==> config.mk <==
export PLATFORM = sky130hd
export DESIGN_NAME = lce_top
export DESIGN_NICKNAME = d
export VERILOG_FILES = /design/src/lce_pkg.sv /design/src/cmd_handler.sv /design/src/lce_top.sv /design/src/miss_handler.sv /design/src/two_entry_fifo.sv
export SDC_FILE = /design/constraint.sdc
export NUM_CORES = 1
export LEC_CHECK = 0
export ABC_AREA = 1
export ABC_CLOCK_PERIOD_IN_PS = 5300
export BUFFER_PORTS_ARGS = -buffer_cell sky130_fd_sc_hd__buf_2
export CAP_MARGIN = 20
export CORE_MARGIN = 4
export CORE_UTILIZATION = 50
export CTS_CLUSTER_DIAMETER = 30
export CTS_CLUSTER_SIZE = 40
export DETAILED_ROUTE_END_ITERATION = 7
export PLACE_DENSITY = 0.86
export SLEW_MARGIN = 20
export SYNTH_ARGS = -nofsm -noshare
export SYNTH_HDL_FRONTEND = slang
export SYNTH_SLANG_ARGS = --single-unit
==> constraint.sdc <==
create_clock -name clk_i -period 5.3 [get_ports clk_i]
set_clock_uncertainty 0.2 [all_clocks]
set_input_delay 0.265 -clock clk_i [delete_from_list [all_inputs] [get_ports clk_i]]
set_output_delay 0.265 -clock clk_i [all_outputs]
set_load 0.05 [all_outputs]
==> src/lce_pkg.sv <==
//**************************************************************************
// lce shared definitions
// directory command opcodes and default cache geometry
//**************************************************************************

package lce_pkg;

  // directory command opcode
  typedef enum logic [0:0] {
    set_tag        = 1'b0,
    set_tag_wakeup = 1'b1
  } cmd_opcode_e;

  // default geometry
  localparam int default_sets        = 64;
  localparam int default_ways        = 8;

  // physical address and block size in bits
  localparam int default_addr_width  = 32;
  localparam int default_block_width = 64;

  // stalled write cycles before ready drops
  localparam int default_timeout_limit = 4;

endpackage

==> src/cmd_handler.sv <==
//**************************************************************************
// command handler
// buffered commands to tag and data memory writes, with write timeout
//**************************************************************************

`timescale 1ns/10ps

module cmd_handler
  #(parameter sets_p = lce_pkg::default_sets
    , parameter ways_p = lce_pkg::default_ways
    , parameter addr_width_p = lce_pkg::default_addr_width
    , parameter block_width_p = lce_pkg::default_block_width
    , parameter timeout_limit_p = lce_pkg::default_timeout_limit
    , localparam index_width_lp = $clog2(sets_p)
    , localparam way_width_lp = $clog2(ways_p)
    , localparam offset_width_lp = $clog2(block_width_p/8)
    , localparam tag_width_lp = addr_width_p - index_width_lp - offset_width_lp
    , localparam timeout_width_lp = $clog2(timeout_limit_p+1)
   )
   (input                               clk_i
    , input                             reset_i

    // command head
    , input                             cmd_v_i
    , input lce_pkg::cmd_opcode_e       cmd_opcode_i
    , input [addr_width_p-1:0]          cmd_addr_i
    , input [way_width_lp-1:0]          cmd_way_i
    , output logic                      cmd_yumi_o

    // data command head
    , input                             data_cmd_v_i
    , input [addr_width_p-1:0]          data_cmd_addr_i
    , input [way_width_lp-1:0]          data_cmd_way_i
    , input [block_width_p-1:0]         data_cmd_data_i
    , output logic                      data_cmd_yumi_o

    , output logic                      tag_mem_pkt_v_o
    , output logic [index_width_lp-1:0] tag_mem_pkt_index_o
    , output logic [way_width_lp-1:0]   tag_mem_pkt_way_o
    , output logic [tag_width_lp-1:0]   tag_mem_pkt_tag_o
    , input                             tag_mem_pkt_yumi_i

    , output logic                      data_mem_pkt_v_o
    , output logic [index_width_lp-1:0] data_mem_pkt_index_o
    , output logic [way_width_lp-1:0]   data_mem_pkt_way_o
    , output logic [block_width_p-1:0]  data_mem_pkt_data_o
    , input                             data_mem_pkt_yumi_i

    , input                             cache_miss_i
    , output logic                      data_received_o
    , output logic                      tag_set_wakeup_o
    , output logic                      ready_o
   );

  import lce_pkg::*;

  logic [timeout_width_lp-1:0] timeout_cnt_r;
  logic [timeout_width_lp-1:0] timeout_cnt_n;
  logic timeout;
  logic pkt_v;
  logic pkt_yumi;

  // data command goes first
  assign data_mem_pkt_v_o     = data_cmd_v_i;
  assign data_mem_pkt_index_o = data_cmd_addr_i[offset_width_lp +: index_width_lp];
  assign data_mem_pkt_way_o   = data_cmd_way_i;
  assign data_mem_pkt_data_o  = data_cmd_data_i;

  // tag write held back behind a pending fill
  assign tag_mem_pkt_v_o     = cmd_v_i & ~data_cmd_v_i;
  assign tag_mem_pkt_index_o = cmd_addr_i[offset_width_lp +: index_width_lp];
  assign tag_mem_pkt_way_o   = cmd_way_i;
  assign tag_mem_pkt_tag_o   = cmd_addr_i[addr_width_p-1 -: tag_width_lp];

  assign data_cmd_yumi_o = data_mem_pkt_v_o & data_mem_pkt_yumi_i;
  assign cmd_yumi_o      = tag_mem_pkt_v_o & tag_mem_pkt_yumi_i;

  // one cycle completion pulses to the miss handler
  assign data_received_o  = data_cmd_yumi_o;
  assign tag_set_wakeup_o = cmd_yumi_o & (cmd_opcode_i == set_tag_wakeup);

  assign pkt_v    = data_mem_pkt_v_o | tag_mem_pkt_v_o;
  assign pkt_yumi = data_cmd_yumi_o | cmd_yumi_o;

  // count stalled write cycles
  always_comb begin
    timeout       = 1'b0;
    timeout_cnt_n = '0;
    if (timeout_cnt_r == timeout_limit_p) begin
      timeout = 1'b1;
    end else if (pkt_v & ~pkt_yumi) begin
      timeout_cnt_n = timeout_cnt_r + 1'b1;
    end
  end

  always_ff @(posedge clk_i) begin
    if (reset_i)
      timeout_cnt_r <= '0;
    else
      timeout_cnt_r <= timeout_cnt_n;
  end

  // low during a miss or the timeout cycle
  assign ready_o = ~cache_miss_i & ~timeout;

endmodule

==> src/lce_top.sv <==
//**************************************************************************
// icache lce miss and fill engine
// command buffers, miss handler and command handler
//**************************************************************************

`timescale 1ns/10ps

module lce_top
  #(parameter sets_p = lce_pkg::default_sets
    , parameter ways_p = lce_pkg::default_ways
    , parameter addr_width_p = lce_pkg::default_addr_width
    , parameter block_width_p = lce_pkg::default_block_width
    , parameter timeout_limit_p = lce_pkg::default_timeout_limit
    , localparam index_width_lp = $clog2(sets_p)
    , localparam way_width_lp = $clog2(ways_p)
    , localparam offset_width_lp = $clog2(block_width_p/8)
    , localparam tag_width_lp = addr_width_p - index_width_lp - offset_width_lp
   )
   (input                               clk_i
    , input                             reset_i

    , input                             miss_i
    , input [addr_width_p-1:0]          miss_addr_i
    , input [way_width_lp-1:0]          lru_way_i
    , output logic                      cache_miss_o
    , output logic                      ready_o

    , output logic                      lce_req_v_o
    , output logic [addr_width_p-1:0]   lce_req_addr_o
    , output logic [way_width_lp-1:0]   lce_req_way_o
    , input                             lce_req_ready_i

    , input                             lce_cmd_v_i
    , input lce_pkg::cmd_opcode_e       lce_cmd_opcode_i
    , input [addr_width_p-1:0]          lce_cmd_addr_i
    , input [way_width_lp-1:0]          lce_cmd_way_i
    , output logic                      lce_cmd_ready_o

    , input                             lce_data_cmd_v_i
    , input [addr_width_p-1:0]          lce_data_cmd_addr_i
    , input [way_width_lp-1:0]          lce_data_cmd_way_i
    , input [block_width_p-1:0]         lce_data_cmd_data_i
    , output logic                      lce_data_cmd_ready_o

    , output logic                      tag_mem_pkt_v_o
    , output logic [index_width_lp-1:0] tag_mem_pkt_index_o
    , output logic [way_width_lp-1:0]   tag_mem_pkt_way_o
    , output logic [tag_width_lp-1:0]   tag_mem_pkt_tag_o
    , input                             tag_mem_pkt_yumi_i

    , output logic                      data_mem_pkt_v_o
    , output logic [index_width_lp-1:0] data_mem_pkt_index_o
    , output logic [way_width_lp-1:0]   data_mem_pkt_way_o
    , output logic [block_width_p-1:0]  data_mem_pkt_data_o
    , input                             data_mem_pkt_yumi_i
   );

  import lce_pkg::*;

  localparam cmd_payload_width_lp = 1 + addr_width_p + way_width_lp;
  localparam data_payload_width_lp = addr_width_p + way_width_lp + block_width_p;

  typedef logic [cmd_payload_width_lp-1:0] cmd_payload_t;
  typedef logic [data_payload_width_lp-1:0] data_payload_t;

  // {opcode, addr, way}
  cmd_payload_t cmd_fifo_data_li;
  cmd_payload_t cmd_fifo_data_lo;
  logic         cmd_fifo_v_lo;
  logic         cmd_fifo_yumi_li;

  // {addr, way, data}
  data_payload_t data_cmd_fifo_data_li;
  data_payload_t data_cmd_fifo_data_lo;
  logic          data_cmd_fifo_v_lo;
  logic          data_cmd_fifo_yumi_li;

  cmd_opcode_e              cmd_head_opcode;
  logic [addr_width_p-1:0]  cmd_head_addr;
  logic [way_width_lp-1:0]  cmd_head_way;
  logic [addr_width_p-1:0]  data_cmd_head_addr;
  logic [way_width_lp-1:0]  data_cmd_head_way;
  logic [block_width_p-1:0] data_cmd_head_data;

  logic data_received_lo;
  logic tag_set_wakeup_lo;

  assign cmd_fifo_data_li = {lce_cmd_opcode_i, lce_cmd_addr_i, lce_cmd_way_i};
  assign data_cmd_fifo_data_li = {lce_data_cmd_addr_i, lce_data_cmd_way_i, lce_data_cmd_data_i};

  assign cmd_head_opcode = cmd_opcode_e'(cmd_fifo_data_lo[cmd_payload_width_lp-1]);
  assign cmd_head_addr   = cmd_fifo_data_lo[way_width_lp +: addr_width_p];
  assign cmd_head_way    = cmd_fifo_data_lo[way_width_lp-1:0];

  assign data_cmd_head_addr = data_cmd_fifo_data_lo[data_payload_width_lp-1 -: addr_width_p];
  assign data_cmd_head_way  = data_cmd_fifo_data_lo[block_width_p +: way_width_lp];
  assign data_cmd_head_data = data_cmd_fifo_data_lo[block_width_p-1:0];

  two_entry_fifo #(.payload_t(cmd_payload_t)) cmd_fifo (
    .clk_i    (clk_i)
    , .reset_i(reset_i)
    , .v_i    (lce_cmd_v_i)
    , .data_i (cmd_fifo_data_li)
    , .ready_o(lce_cmd_ready_o)
    , .v_o    (cmd_fifo_v_lo)
    , .data_o (cmd_fifo_data_lo)
    , .yumi_i (cmd_fifo_yumi_li)
  );

  two_entry_fifo #(.payload_t(data_payload_t)) data_cmd_fifo (
    .clk_i    (clk_i)
    , .reset_i(reset_i)
    , .v_i    (lce_data_cmd_v_i)
    , .data_i (data_cmd_fifo_data_li)
    , .ready_o(lce_data_cmd_ready_o)
    , .v_o    (data_cmd_fifo_v_lo)
    , .data_o (data_cmd_fifo_data_lo)
    , .yumi_i (data_cmd_fifo_yumi_li)
  );

  miss_handler #(
    .sets_p         (sets_p)
    , .ways_p       (ways_p)
    , .addr_width_p (addr_width_p)
    , .block_width_p(block_width_p)
  ) miss (
    .clk_i             (clk_i)
    , .reset_i         (reset_i)
    , .miss_i          (miss_i)
    , .miss_addr_i     (miss_addr_i)
    , .lru_way_i       (lru_way_i)
    , .cache_miss_o    (cache_miss_o)
    , .lce_req_v_o     (lce_req_v_o)
    , .lce_req_addr_o  (lce_req_addr_o)
    , .lce_req_way_o   (lce_req_way_o)
    , .lce_req_ready_i (lce_req_ready_i)
    , .data_received_i (data_received_lo)
    , .tag_set_wakeup_i(tag_set_wakeup_lo)
  );

  cmd_handler #(
    .sets_p           (sets_p)
    , .ways_p         (ways_p)
    , .addr_width_p   (addr_width_p)
    , .block_width_p  (block_width_p)
    , .timeout_limit_p(timeout_limit_p)
  ) cmd (
    .clk_i                 (clk_i)
    , .reset_i             (reset_i)
    , .cmd_v_i             (cmd_fifo_v_lo)
    , .cmd_opcode_i        (cmd_head_opcode)
    , .cmd_addr_i          (cmd_head_addr)
    , .cmd_way_i           (cmd_head_way)
    , .cmd_yumi_o          (cmd_fifo_yumi_li)
    , .data_cmd_v_i        (data_cmd_fifo_v_lo)
    , .data_cmd_addr_i     (data_cmd_head_addr)
    , .data_cmd_way_i      (data_cmd_head_way)
    , .data_cmd_data_i     (data_cmd_head_data)
    , .data_cmd_yumi_o     (data_cmd_fifo_yumi_li)
    , .tag_mem_pkt_v_o     (tag_mem_pkt_v_o)
    , .tag_mem_pkt_index_o (tag_mem_pkt_index_o)
    , .tag_mem_pkt_way_o   (tag_mem_pkt_way_o)
    , .tag_mem_pkt_tag_o   (tag_mem_pkt_tag_o)
    , .tag_mem_pkt_yumi_i  (tag_mem_pkt_yumi_i)
    , .data_mem_pkt_v_o    (data_mem_pkt_v_o)
    , .data_mem_pkt_index_o(data_mem_pkt_index_o)
    , .data_mem_pkt_way_o  (data_mem_pkt_way_o)
    , .data_mem_pkt_data_o (data_mem_pkt_data_o)
    , .data_mem_pkt_yumi_i (data_mem_pkt_yumi_i)
    , .cache_miss_i        (cache_miss_o)
    , .data_received_o     (data_received_lo)
    , .tag_set_wakeup_o    (tag_set_wakeup_lo)
    , .ready_o             (ready_o)
  );

endmodule

==> src/miss_handler.sv <==
//**************************************************************************
// miss handler
// captures a miss, sends the directory request, waits for fill and tag
//**************************************************************************

`timescale 1ns/10ps

module miss_handler
  #(parameter sets_p = lce_pkg::default_sets
    , parameter ways_p = lce_pkg::default_ways
    , parameter addr_width_p = lce_pkg::default_addr_width
    , parameter block_width_p = lce_pkg::default_block_width
    , localparam index_width_lp = $clog2(sets_p)
    , localparam way_width_lp = $clog2(ways_p)
    , localparam offset_width_lp = $clog2(block_width_p/8)
    , localparam tag_width_lp = addr_width_p - index_width_lp - offset_width_lp
   )
   (input                             clk_i
    , input                           reset_i

    , input                           miss_i
    , input [addr_width_p-1:0]        miss_addr_i
    , input [way_width_lp-1:0]        lru_way_i
    , output logic                    cache_miss_o

    , output logic                    lce_req_v_o
    , output logic [addr_width_p-1:0] lce_req_addr_o
    , output logic [way_width_lp-1:0] lce_req_way_o
    , input                           lce_req_ready_i

    , input                           data_received_i
    , input                           tag_set_wakeup_i
   );

  typedef enum logic [1:0] {
    idle_s,
    send_req_s,
    wait_s
  } state_e;

  state_e state_r;
  state_e state_n;

  logic [tag_width_lp-1:0]   miss_tag;
  logic [index_width_lp-1:0] miss_index;
  logic [addr_width_p-1:0]   addr_r;
  logic [way_width_lp-1:0]   way_r;

  logic data_seen_r;
  logic wakeup_seen_r;
  logic data_done;
  logic wakeup_done;
  logic fill_done;
  logic miss_accept;

  assign miss_tag   = miss_addr_i[addr_width_p-1 -: tag_width_lp];
  assign miss_index = miss_addr_i[offset_width_lp +: index_width_lp];

  assign miss_accept = (state_r == idle_s) & miss_i;

  // completion events may come in either order
  assign data_done   = data_seen_r | data_received_i;
  assign wakeup_done = wakeup_seen_r | tag_set_wakeup_i;
  assign fill_done   = data_done & wakeup_done;

  always_comb begin
    state_n = state_r;
    case (state_r)
      idle_s:
        if (miss_i)
          state_n = send_req_s;
      send_req_s:
        if (lce_req_ready_i)
          state_n = fill_done ? idle_s : wait_s;
      wait_s:
        if (fill_done)
          state_n = idle_s;
      default:
        state_n = idle_s;
    endcase
  end

  always_ff @(posedge clk_i) begin
    if (reset_i) begin
      state_r       <= idle_s;
      data_seen_r   <= 1'b0;
      wakeup_seen_r <= 1'b0;
    end else begin
      state_r <= state_n;
      if (state_r == idle_s) begin
        data_seen_r   <= 1'b0;
        wakeup_seen_r <= 1'b0;
      end else begin
        data_seen_r   <= data_done;
        wakeup_seen_r <= wakeup_done;
      end
    end
  end

  // block aligned request address
  always_ff @(posedge clk_i) begin
    if (miss_accept) begin
      addr_r <= {miss_tag, miss_index, {offset_width_lp{1'b0}}};
      way_r  <= lru_way_i;
    end
  end

  assign cache_miss_o   = (state_r != idle_s);
  assign lce_req_v_o    = (state_r == send_req_s);
  assign lce_req_addr_o = addr_r;
  assign lce_req_way_o  = way_r;

endmodule

==> src/two_entry_fifo.sv <==
//**************************************************************************
// two entry buffer
// valid/ready on the input side, valid/yumi on the output side
//**************************************************************************

`timescale 1ns/10ps

module two_entry_fifo
  #(parameter type payload_t = logic)
  (input              clk_i
   , input            reset_i

   , input            v_i
   , input  payload_t data_i
   , output logic     ready_o

   , output logic     v_o
   , output payload_t data_o
   , input            yumi_i
  );

  payload_t mem_r [2];

  logic rd_ptr_r;
  logic wr_ptr_r;
  logic full_r;
  logic empty;
  logic enq;
  logic deq;

  // pointers equal means empty unless the full flag is set
  assign empty   = (rd_ptr_r == wr_ptr_r) & ~full_r;
  assign ready_o = ~full_r;
  assign v_o     = ~empty;
  assign data_o  = mem_r[rd_ptr_r];

  assign enq = v_i & ready_o;
  assign deq = yumi_i;

  always_ff @(posedge clk_i) begin
    if (reset_i) begin
      rd_ptr_r <= 1'b0;
      wr_ptr_r <= 1'b0;
      full_r   <= 1'b0;
    end else begin
      if (enq)
        wr_ptr_r <= ~wr_ptr_r;
      if (deq)
        rd_ptr_r <= ~rd_ptr_r;
      // second entry lands on an occupied buffer
      if (enq & ~deq)
        full_r <= (wr_ptr_r != rd_ptr_r);
      else if (deq & ~enq)
        full_r <= 1'b0;
    end
  end

  always_ff @(posedge clk_i) begin
    if (enq)
      mem_r[wr_ptr_r] <= data_i;
  end

endmodule
======== Word level (Yosys, flattened, before mapping) ========
Memories as Yosys holds them, arrays and structs flattened. A register that Yosys moved wholly into a read port is not among the register bits.
Cells that the tools add are included.
word-level totals
  bits in registers ....................... 45
  RAM bits ................................ 270
  input bits .............................. 178
  output and inout port bits .............. 147
  logic and storage cells ................. 86
  memories ................................ 2
memories
  memory               depth  width  rd ports  clocked after memory_dff  write ports  RTL line              source
  data_cmd_fifo.mem_r  2      99     1         1                         1            two_entry_fifo.sv:22  payload_t mem_r [2];
  cmd_fifo.mem_r       2      36     1         1                         1            two_entry_fifo.sv:22
cells by class
  $add $sub $neg .......................... 1
  equal/unequal tests ..................... 10
  mux-type cells .......................... 18
  bitwise logic cells ..................... 36
  reductions and logical operators ........ 7
operators with widths
  kind                                                             number
  1-bit bitwise AND                                                16
  1-bit inverter                                                   16
  1-bit 2-to-1 mux                                                 13
  2-bit 2-to-1 mux                                                 4
  2-bit case mux with 3 select lines                               1
  2-bit nonzero test                                               3
  2-bit by 1-bit != test with 1-bit output, second input constant  2
  1-bit OR                                                         4
  3-bit by 1-bit adder with 3-bit output, second input constant    1
  3-bit == test, second input constant                             1
  3-bit AND reduction                                              1
  3-bit OR reduction                                               1
  1-bit == test                                                    2
  2-bit by 1-bit == test with 1-bit output, second input constant  1
  2-bit == test, second input constant                             1
  2-bit zero test                                                  1
  1-bit != test                                                    2
  2-bit != test, second input constant                             1
  2-bit OR reduction                                               1

======== Depth between registers and ports, before layout ========
Gate-level depths: netlist (run 1).
  depth after elaboration ................. 11
  depth in mapped cells ................... 10
  mapped depth without buffers ............ 10

======== By module ========
From an unflattened synthesis (run 1), not the netlist that was laid out.
second synthesis, totals
  cells, all modules ...................... 961
  area total of the unflattened synthesis .. 12898.6 um^2
modules (own cells, without submodules)
  module                           instances  cells each  area each (um^2)  seq. area each (um^2)
  two_entry_fifo at data_cmd_fifo  1          545         7752.4            6025.8
  two_entry_fifo at cmd_fifo       1          216         2972.9            2242.2
  miss_handler                     1          66          1171.1            1041.0
  cmd_handler                      1          134         1002.2            60.1

======== Least setup slack after synthesis (run 1) ========
No wires, ideal clock.
  path kind ............................... reg-to-reg
  start ................................... register data_cmd_fifo.full_r
  end ..................................... memory data_cmd_fifo.mem_r[1][0] in the netlist's numbering (enable)
  library setup time ...................... 506 ps
  data arrival time ....................... 3982 ps
  required time ........................... 4594 ps
  path slack .............................. 611 ps
  stages on the path, launching flop included .. 4
  buffers on the path ..................... 0
  period minus slack after synthesis ...... 4689 ps
  path through ............................ dfxtp_1 > inv_1 > nand2_1 > nor2_1
on the way
  word-level cells in the longest chain between the ends .. 4
ends and longest elaborated chain
  item                                    RTL line              source
  from (decl)                             two_entry_fifo.sv:26  logic full_r;
  from (signal assigned)                  two_entry_fifo.sv:52  full_r <= (wr_ptr_r != rd_ptr_r);
  1-bit inverter                          two_entry_fifo.sv:33  assign ready_o = ~full_r;
  via lce_data_cmd_ready_o                lce_top.sv:43         , output logic lce_data_cmd_ready_o
  1-bit bitwise AND                       two_entry_fifo.sv:37  assign enq = v_i & ready_o;
  1-bit 2-to-1 mux                        two_entry_fifo.sv:59  if (enq)
  1-bit 2-to-1 mux (implied by the code)  two_entry_fifo.sv:60  mem_r[wr_ptr_r] <= data_i;
  to (decl)                               two_entry_fifo.sv:22
The timed path passes the listed nets, and every way through them passes these cells.

==> flow_metrics.py, run 1 <==
metrics = {
    "clock_tree": {
        "clk_pin_slew_ns": 0.05,
        "numCtsBuffers": 44,
        "cts_tree": "done",
        "clock-sinks": 259,
        "htree_levels": 2,
        "cts_buffer_depth": 3,
        "insertion_delay_ns": 0.50,
        "post_cts_resized": 0,
        "root_buffer": "clkbuf_16",
    },
    "yosys": {
        "synth_cells": 470,
        "synth_warnings": 0,
        "avgSynthCellArea_um2": 20.02,
        "ys_types": 26,
        "synth-seq-cells": 259,
        "syn_area_um2": 9410,
        "yosysSeqAreaShare_pct": 81.05,
    },
    "global_routing": {
        "grt_pass1_wl_um": 40080,
        "busiest_layer": "met2",
        "use_met1_pct": 27.73,
        "met2_usage_pct": 42.14,
        "grt-ovfl-total": 0,
        "antenna_found_initial": 3,
        "use_met3_pct": 9.105,
        "grtUsageTotal_pct": 24.31,
        "grt_max_degree": 74,
        "grt_pass1_vias": 6981,
    },
    "die": {
        "rows": 49,
        "core_um2": 18210,
        "dieArea_um2": 21080,
        "fp.dieW_um": 145.2,
        "start_util_pct": 51.68,
        "die_y_um": 145.2,
        "io_pins": 325,
    },
    "drt": {
        "routed_via_density": 5.090,
        "first_pass_iters": 4,
        "ant_nets": 0,
        "drt-initial-drc-count": 303,
        "drc": 0,
        "routedWlPerCell_um": 21.45,
        "wl_um": 25920,
        "via_count": 6149,
    },
    "setup_path": {
        "crit_family": "flip-flops",
        "r2r_cells": 5,
        "cp_data_arrival_time_ns": 2.20,
        "start_kind": "flop",
        "critical_path.endpoint_type": "output port",
        "crit_buf_inv": 1,
        "ff2ff_setup_slack_ns": 2.93,
        "worstPathCellList": "mux2_2, buf_2",
        "worstSetupPathType": "reg2out",
        "cp_max_fo": 73,
        "required_ns": 4.84,
        "reg2reg_from": "data_cmd_fifo.full_r",
        "timing.rr.end": "data_cmd_fifo.mem_r[1][56]",
        "cpMaxStageDelayCell": "dfxtp_4",
        "max_stage_delay_ns": 0.99,
    },
    "run_status": {
        "status": "complete, no violations",
    },
    "finish": {
        "fin_nets": 1124,
        "fillers": 931,
        "regArea_um2": 7631,
        "multi_input_area_um2": 1602,
        "drive_above_1_share_pct": 50.61,
        "syn_to_final_growth_pct": 48.88,
    },
    "min_path": {
        "min_from": "lce_cmd_v_i",
        "holdPathEnd": "cmd_fifo.wr_ptr_r",
        "min_path_cells": 5,
        "hold_class": "in2reg",
    },
    "sta": {
        "period_needed_ns": 2.666,
        "setup_viol": 0,
        "fin_ws_ns": 2.634,
        "hold_viol": 0,
        "worst_pin_slew_ns": 0.9887,
        "max_freq_mhz": 375.0,
        "drv_slew": 0,
        "rsz0062_at_grt": "no",
        "tns_ns": 0,
        "slew_headroom_pct": 34.09,
        "timing.final.crit_share_pct": 50.31,
        "fin_hold_ws_ns": 0.07710,
    },
    "placed_design": {
        "dp_hpwl_um": 13690,
        "port_buffers": 289,
        "gp_congestion": 0.7688,
        "place_ws_ns": 2.535,
    },
    "power": {
        "power_density_nw_per_um2": 441.5,
        "ir_drop_uv": 343.7,
        "p_leak_uw": 0.005528,
        "p_total_uw": 6186,
    },
    "run": {
        "maxCapViolCount": 0,
    },
}
==> metrics by stage <==
step	area, um^2	util [%]	cells
global placement	11080	60.86	979
global route	14010	76.93	1207
floorplan	9418	-	472
CTS	13950	76.60	1203
detailed placement	11080	60.86	979
finish	14010	76.94	1208
==> power by group <==
part           leakage, uW  switching [uW]  internal [uW]
Combinational      0.00244             714            319
Sequential         0.00242            65.2           2400
Clock             0.000674            1010           1680
Total              0.00553            1790           4390
==> worst max path at each step <==
stage	startpoint	end	slack, ns	cells after the start
5_1_grt	flop	data_mem_pkt_data_o[56]	2.54	2
2_1_floorplan	data_cmd_fifo.full_r	data_cmd_fifo.mem_r[1][0]	0.61	3
6_report	flop	data_mem_pkt_data_o[56]	2.63	2
3_5_place_dp	data_cmd_fifo.full_r	data_cmd_fifo.mem_r[1][32]	2.54	4
4_1_cts	data_cmd_fifo.full_r	data_cmd_fifo.mem_r[1][46]	2.53	4
3_3_place_gp	data_cmd_fifo.full_r	data_cmd_fifo.mem_r[1][32]	2.59	4
==> logic make-up after synthesis <==
logic type	after synthesis	share of synthesized area [%]
XOR/XNOR	1	0.09309
multiplexers	105	12.56
flip-flops	259	81.05
AO/OA/AOI/OAI	13	0.6913
adder cells (fa/ha/maj)	4	0.5319
AND/OR/NAND/NOR	50	2.806
other	1	0.03985
buffers and inverters	37	2.220
==> worst reg2reg max path, cell delays in order, from the launching register on <==
cell and delay (ns):
dfxtp_1 0.34, inv_1 0.14, nand2_1 0.16, nor2_4 0.43, buf_16 0.24, buf_4 0.49
==> what timing repair did <==
action | CTS | global route
buffers inserted | 0 | 0
hold endpoints to repair | 259 | 0
endpoints found under the setup margin | 0 | 0
hold buffers | 144 | 0
==> cell usage after synthesis (all sizes together) <==
library cell | n | area share (%)
ha | 4 | 0.53
a21oi | 11 | 0.58
buf | 15 | 1.3
dfxtp | 15 | 3.2
nand2 | 25 | 1.2
mux2 | 105 | 13
edfxtp | 244 | 78
o21ai | 2 | 0.11
nand4 | 2 | 0.20
inv | 20 | 0.80
clkbuf | 1 | 0.040
nand3 | 4 | 0.51
conb | 1 | 0.040
nor3 | 2 | 0.11
clkinv | 1 | 0.040
nor2 | 17 | 0.84
xnor2 | 1 | 0.093
==> flip-flops by register name, summed over array words and instances, names as in the netlist, named ones only <==
register                cells
cmd_fifo.rd_ptr_r           1
miss.data_seen_r            1
data_cmd_fifo.full_r        1
miss.state_r                2
miss.wakeup_seen_r          1
cmd.timeout_cnt_r           3
cmd_fifo.wr_ptr_r           1
data_cmd_fifo.mem_r       146
data_cmd_fifo.rd_ptr_r      1
cmd_fifo.full_r             1
miss.lce_req_way_o          3
miss.lce_req_addr_o        29
cmd_fifo.mem_r             66
data_cmd_fifo.wr_ptr_r      1
==> metal layers <==
layer  up-vias  wire, um
met5         -         0
met4         0       774
met3        58      2598
met2       389     13080
met1      2957      9459
li1       2745         -
==> area by class of cell <==
type	instances	share of cell area (%)
clock buffer	47	8.091
multi-input combinational	176	11.43
clock inverter	33	2.072
timing repair buffer	440	21.27
inverter	21	0.5627
sequential	259	54.47
tap	229	2.045
antenna	3	0.05359
==> cells in the final DEF (no fill, tap or decap), types with 3 or more instances in the layout <==
master         synthesis  layout
nand2_2                3       3
edfxtp_1             244     244
mux2_2               105     105
a21oi_1               11      11
inv_6                  0      10
ha_1                   4       4
inv_2                  2       3
conb_1                 1       3
dlygate4sd3_1          0     144
clkbuf_16              0      45
clkinv_2               0       4
dfxtp_1               15      14
clkinvlp_4             0       9
nand2_1               21      21
nor2_4                 2       4
clkinv_1               1       5
nand3_2                3       3
inv_1                 18      17
diode_2                0       3
nor2_1                15      11
buf_2                  5     289
buf_4                  3       5
Note: power is estimated with default switching activity, not from simulation.
==> run 2, diff against run 1 <==
--- a/config.mk
+++ b/config.mk
@@ -6,7 +6,7 @@
 export NUM_CORES = 1
 export LEC_CHECK = 0
 export ABC_AREA = 1
-export ABC_CLOCK_PERIOD_IN_PS = 5300
+export ABC_CLOCK_PERIOD_IN_PS = 2650
 export BUFFER_PORTS_ARGS = -buffer_cell sky130_fd_sc_hd__buf_2
 export CAP_MARGIN = 20
 export CORE_MARGIN = 4
==> constraint.sdc (replaced) <==
create_clock -name clk_i -period 2.65 [get_ports clk_i]
set_clock_uncertainty 0.2 [all_clocks]
set_input_delay 0.1325 -clock clk_i [delete_from_list [all_inputs] [get_ports clk_i]]
set_output_delay 0.1325 -clock clk_i [all_outputs]
set_load 0.05 [all_outputs]
==> flow_metrics.py, run 2 (synthesis gave the netlist of run 1 again) <==
metrics = {
    "run_status": {
        "status": "complete, no violations",
    },
    "drt": {
        "routed_via_density": 5.217,
        "drt-initial-drc-count": 509,
        "first_pass_iters": 5,
        "routedWlPerCell_um": 22.57,
        "via_count": 6328,
        "drc": 0,
        "ant_nets": 0,
        "wl_um": 27380,
    },
    "power": {
        "ir_drop_uv": 800.1,
        "p_seq_share_pct": 37.7,
        "p_sw_uw": 3693,
        "power_density_nw_per_um2": 917.2,
        "p_int_uw": 9334,
        "p_clk_share_pct": 46.2,
        "p_sw_share_pct": 28.35,
        "comb_power_share_pct": 16.1,
        "p_leak_uw": 0.005633,
    },
    "sta": {
        "fin_ws_ns": 0.2280,
        "timing.final.crit_share_pct": 91.40,
        "rsz0062_at_grt": "no",
        "hold_viol": 0,
        "slew_headroom_pct": 65.11,
        "drv_slew": 0,
        "max_freq_mhz": 412.9,
        "period_needed_ns": 2.422,
        "tns_ns": 0,
        "worst_pin_slew_ns": 0.5234,
        "setup_viol": 0,
    },
    "setup_path": {
        "cpMaxStageDelayCell": "dfxtp_4",
        "worstSetupPathType": "reg2out",
        "max_stage_delay_ns": 0.67,
        "cp_data_arrival_time_ns": 2.09,
        "start_kind": "flop",
        "critical_path.endpoint_type": "output port",
        "timing.rr.end": "cmd_fifo.rd_ptr_r",
        "r2r_cells": 8,
        "reg2reg_from": "data_cmd_fifo.wr_ptr_r",
        "cp_max_fo": 34,
        "ff2ff_setup_slack_ns": 0.66,
        "required_ns": 2.32,
        "worstPathCellList": "buf_4, mux2_2, buf_2",
    },
    "die": {
        "rows": 49,
        "io_pins": 325,
        "dieArea_um2": 21080,
        "die_y_um": 145.2,
        "fp.dieW_um": 145.2,
        "start_util_pct": 51.68,
        "core_um2": 18210,
    },
    "clock_tree": {
        "cts.hold.buffers_added": 146,
        "cts_tree": "done",
        "insertion_delay_ns": 0.51,
        "numCtsBuffers": 45,
        "htree_levels": 2,
        "clk_pin_slew_ns": 0.05,
        "post_cts_resized": 0,
        "root_buffer": "clkbuf_16",
        "clock-sinks": 259,
        "cts_buffer_depth": 3,
        "cts_setup_buffers": 0,
    },
    "placed_design": {
        "port_buffers": 289,
        "dp_hpwl_um": 13810,
        "place_ws_ns": 0.7578,
        "gp_congestion": 0.7639,
    },
    "min_path": {
        "holdPathEnd": "miss.lce_req_addr_o[29]",
        "min_from": "miss_i",
        "hold_class": "in2reg",
        "min_path_cells": 4,
    },
    "finish": {
        "syn_to_final_growth_pct": 50.92,
        "multi_input_area_um2": 1602,
        "top_register": "data_cmd_fifo.mem_r",
        "final_common_cell": "buf_2",
        "largest_reg_flops": 146,
        "fillers": 925,
        "fin_nets": 1129,
        "regArea_um2": 7631,
        "utilization_pct": 78.00,
        "layout_common_cells": "buf_2, edfxtp_1, dlygate4sd3_1, mux2_2, clkbuf_16",
        "drive_above_1_share_pct": 50.76,
    },
    "global_routing": {
        "grtUsageTotal_pct": 25.38,
        "grt_pass1_wl_um": 41230,
        "grt-ovfl-total": 0,
        "antenna_found_initial": 2,
        "grt_max_degree": 72,
        "grt_pass1_vias": 6831,
    },
    "run": {
        "maxCapViolCount": 0,
    },
}
## run 2: cell count changes in the layout (fill, tap and decap cells not counted)
cell,before,now
inv_6,10,8
inv_8,2,1
clkinv_8,0,1
inv_2,3,2
clkinv_4,2,4
clkbuf_16,45,46
clkinvlp_4,9,5
dlygate4sd3_1,144,146
clkbuf_1,2,1
buf_16,2,0
buf_12,0,4
clkinv_2,4,5
bufinv_16,2,7
## run 2: how the worst max path moves through the flow
stage	endpoint	start	slack, ns
floorplan	data_cmd_fifo.mem_r[1][0]	data_cmd_fifo.full_r	0.10
global placement	data_mem_pkt_data_o[47]	flop	0.78
detailed placement	data_cmd_fifo.mem_r[0][24]	data_cmd_fifo.full_r	0.76
CTS	data_mem_pkt_data_o[22]	flop	0.22
global route	data_mem_pkt_data_o[22]	flop	0.16
finish	data_mem_pkt_data_o[22]	flop	0.23
## run 2: critical path: cells and delay by family (launching register included)
kind	cells	cell delay (ns)
buffers and inverters	2	0.53
flip-flops	1	0.67
multiplexers	1	0.37
## run 2: routing by layer
| layer | up-vias | wire, um | global-route usage [%] |
|---|---|---|---|
| li1 | 2766 | - | - |
| met1 | 3048 | 9617 | 29.74 |
| met2 | 440 | 14020 | 43.66 |
| met3 | 74 | 2820 | 8.419 |
| met4 | 0 | 924 | 9.829 |
| met5 | - | 0 | 0 |
## run 2: layout make-up
type                            count  share of cell area (%)
Antenna cell                        3                 0.05286
Clock buffer                       47                   8.131
Clock inverter                     34                   2.907
Inverter                           21                  0.5814
Multi-Input combinational cell    176                   11.28
Sequential cell                   259                   53.73
Tap cell                          229                   2.017
Timing Repair Buffer              444                   21.30
## run 2: power groups by stage
stage / clock network (uW) / logic, uW / registers (uW)
floorplan: 0 / 1300 / 5050
global placement: 0 / 1840 / 4940
detailed placement: 0 / 1870 / 4960
CTS: 5980 / 2070 / 4890
global route: 6290 / 2190 / 4920
finish: 6020 / 2100 / 4910
## run 2: stage by stage
stage	instances	hold WS, ns	cell area [um^2]	power [uW]
final	1213	0.1048	14200	13030
after global routing	1212	0.1238	14200	13400
after CTS	1210	0.09416	14190	12940
after detailed placement	983	0.1107	11170	6829
after global placement	983	0.1096	11170	6785
after floorplan	472	0.03137	9442	6345
==> run 3, diff against run 2 <==
--- a/config.mk
+++ b/config.mk
@@ -8,11 +8,9 @@
 export ABC_AREA = 1
 export ABC_CLOCK_PERIOD_IN_PS = 2650
 export BUFFER_PORTS_ARGS = -buffer_cell sky130_fd_sc_hd__buf_2
-export CAP_MARGIN = 20
-export CORE_MARGIN = 4
+export CORE_MARGIN = 1.5
 export CORE_UTILIZATION = 50
 export CTS_CLUSTER_DIAMETER = 30
-export CTS_CLUSTER_SIZE = 40
 export DETAILED_ROUTE_END_ITERATION = 7
 export PLACE_DENSITY = 0.86
 export SLEW_MARGIN = 20
==> flow_metrics.py, run 3 (synthesis gave the netlist of run 1 again) <==
metrics = {
    "run_status": {
        "status": "complete, no violations",
    },
    "drt": {
        "wl_um": 26340,
        "routedWlPerCell_um": 21.75,
        "ant_nets": 0,
        "routed_via_density": 5.092,
        "drt-initial-drc-count": 299,
        "first_pass_iters": 4,
        "via_count": 6166,
        "drc": 0,
    },
    "die": {
        "core_um2": 18210,
        "dieArea_um2": 19650,
        "io_pins": 325,
        "start_util_pct": 51.68,
        "die_y_um": 140.2,
        "fp.dieW_um": 140.2,
        "rows": 49,
    },
    "min_path": {
        "hold_class": "in2reg",
    },
    "finish": {
        "top_register": "data_cmd_fifo.mem_r",
        "fin_nets": 1130,
        "largest_reg_flops": 146,
        "final_cells": 1211,
        "final_common_cell": "buf_2",
        "drive_above_1_share_pct": 50.20,
        "layout_common_cells": "buf_2, edfxtp_1, dlygate4sd3_1, mux2_2, clkbuf_16",
        "syn_to_final_growth_pct": 49.71,
    },
    "clock_tree": {
        "insertion_delay_ns": 0.51,
        "clk_pin_slew_ns": 0.06,
        "cts_buffer_depth": 3,
        "numCtsBuffers": 43,
        "htree_levels": 2,
        "cts_tree": "done",
        "root_buffer": "clkbuf_16",
        "post_cts_resized": 0,
        "clock-sinks": 259,
    },
    "setup_path": {
        "critical_path.endpoint_type": "output port",
        "cp_data_arrival_time_ns": 2.05,
        "required_ns": 2.32,
        "cp_max_fo": 29,
        "start_kind": "flop",
        "worstSetupPathType": "reg2out",
    },
    "sta": {
        "slew_headroom_pct": 57.01,
        "max_freq_mhz": 419.5,
        "fin_hold_ws_ns": 0.1404,
        "tns_ns": 0,
        "timing.final.crit_share_pct": 89.96,
        "period_needed_ns": 2.384,
        "drv_slew": 0,
        "rsz0062_at_grt": "no",
        "hold_viol": 0,
        "setup_viol": 0,
        "worst_pin_slew_ns": 0.6449,
    },
    "global_routing": {
        "antenna_found_initial": 1,
        "grt-ovfl-total": 0,
        "grt_max_degree": 54,
        "grt_pass1_wl_um": 38760,
        "grt_pass1_vias": 6813,
        "grtUsageTotal_pct": 26.57,
    },
    "power": {
        "p_leak_uw": 0.005583,
        "ir_drop_uv": 678.0,
        "power_density_nw_per_um2": 893.8,
    },
    "placed_design": {
        "port_buffers": 289,
        "dp_hpwl_um": 13010,
        "placed_cells": 985,
        "gp_congestion": 0.7861,
    },
    "run": {
        "maxCapViolCount": 0,
    },
}
## run 3: cell count changes in the layout (fill, tap and decap cells not counted), sizes merged
cell	previous run	this run
diode	3	2
dlygate4sd3	146	147
clkinv	15	17
buf	298	300
bufinv	7	6
inv	28	23
## run 3: report_power, final
group / switching (uW) / internal [uW] / leakage (uW)
sequential: 108 / 4790 / 0.00242
clock: 1950 / 3630 / 0.000702
combinational: 1460 / 644 / 0.00247
total: 3520 / 9070 / 0.00558
## run 3: routing by layer
layer  global-route usage (%)  share of wire [%]  up-vias
li1                         -                  -     2758
met1                    29.26                 36     2970
met2                    48.36                 52      376
met3                    8.205                9.4       62
met4                    9.584                2.8        0
met5                        0                  0        -
## run 3: worst max-delay path: stages, from the launching register on
cell and delay [ns]:
dfxtp_4 0.63, buf_4 0.29, mux2_2 0.39, buf_2 0.22
## run 3: worst paths after layout
path         slack (ns)  cells past startpoint                    start                    endpoint
max                0.27                      3                     flop     data_mem_pkt_data_o[15]
min reg2reg        0.25                      1     cmd.timeout_cnt_r[0]        cmd.timeout_cnt_r[0]
max reg2reg        0.64                      8   data_cmd_fifo.wr_ptr_r           cmd_fifo.rd_ptr_r
min                0.14                      2  lce_data_cmd_data_i[30]  data_cmd_fifo.mem_r[1][30]
## run 3: repair_timing
item | CTS | global route
hold buffers | 147 | 0
setup buffers | 0 | 0
hold endpoints to repair | 259 | 0
## run 3: final cells by class
class | count | area, um^2
diodes | 2 | 5.005
clock buffers | 47 | 1112
clock inverters | 30 | 344.1
fillers | 927 | 4120
inverters | 21 | 82.58
multi-input cells | 176 | 1602
flip-flops and latches | 259 | 7631
well taps | 229 | 286.5
repair buffers | 447 | 3025
## run 3: through the flow
step	area (um^2)	utilization (%)	total power [uW]	setup slack [ns]
after floorplan	9442	-	6345	0.1012
after global placement	11160	61.27	6776	0.7944
after detailed placement	11160	61.27	6816	0.7696
after CTS	14080	77.34	12500	0.2529
after global routing	14090	77.36	12930	0.2170
final	14090	77.37	12590	0.2661
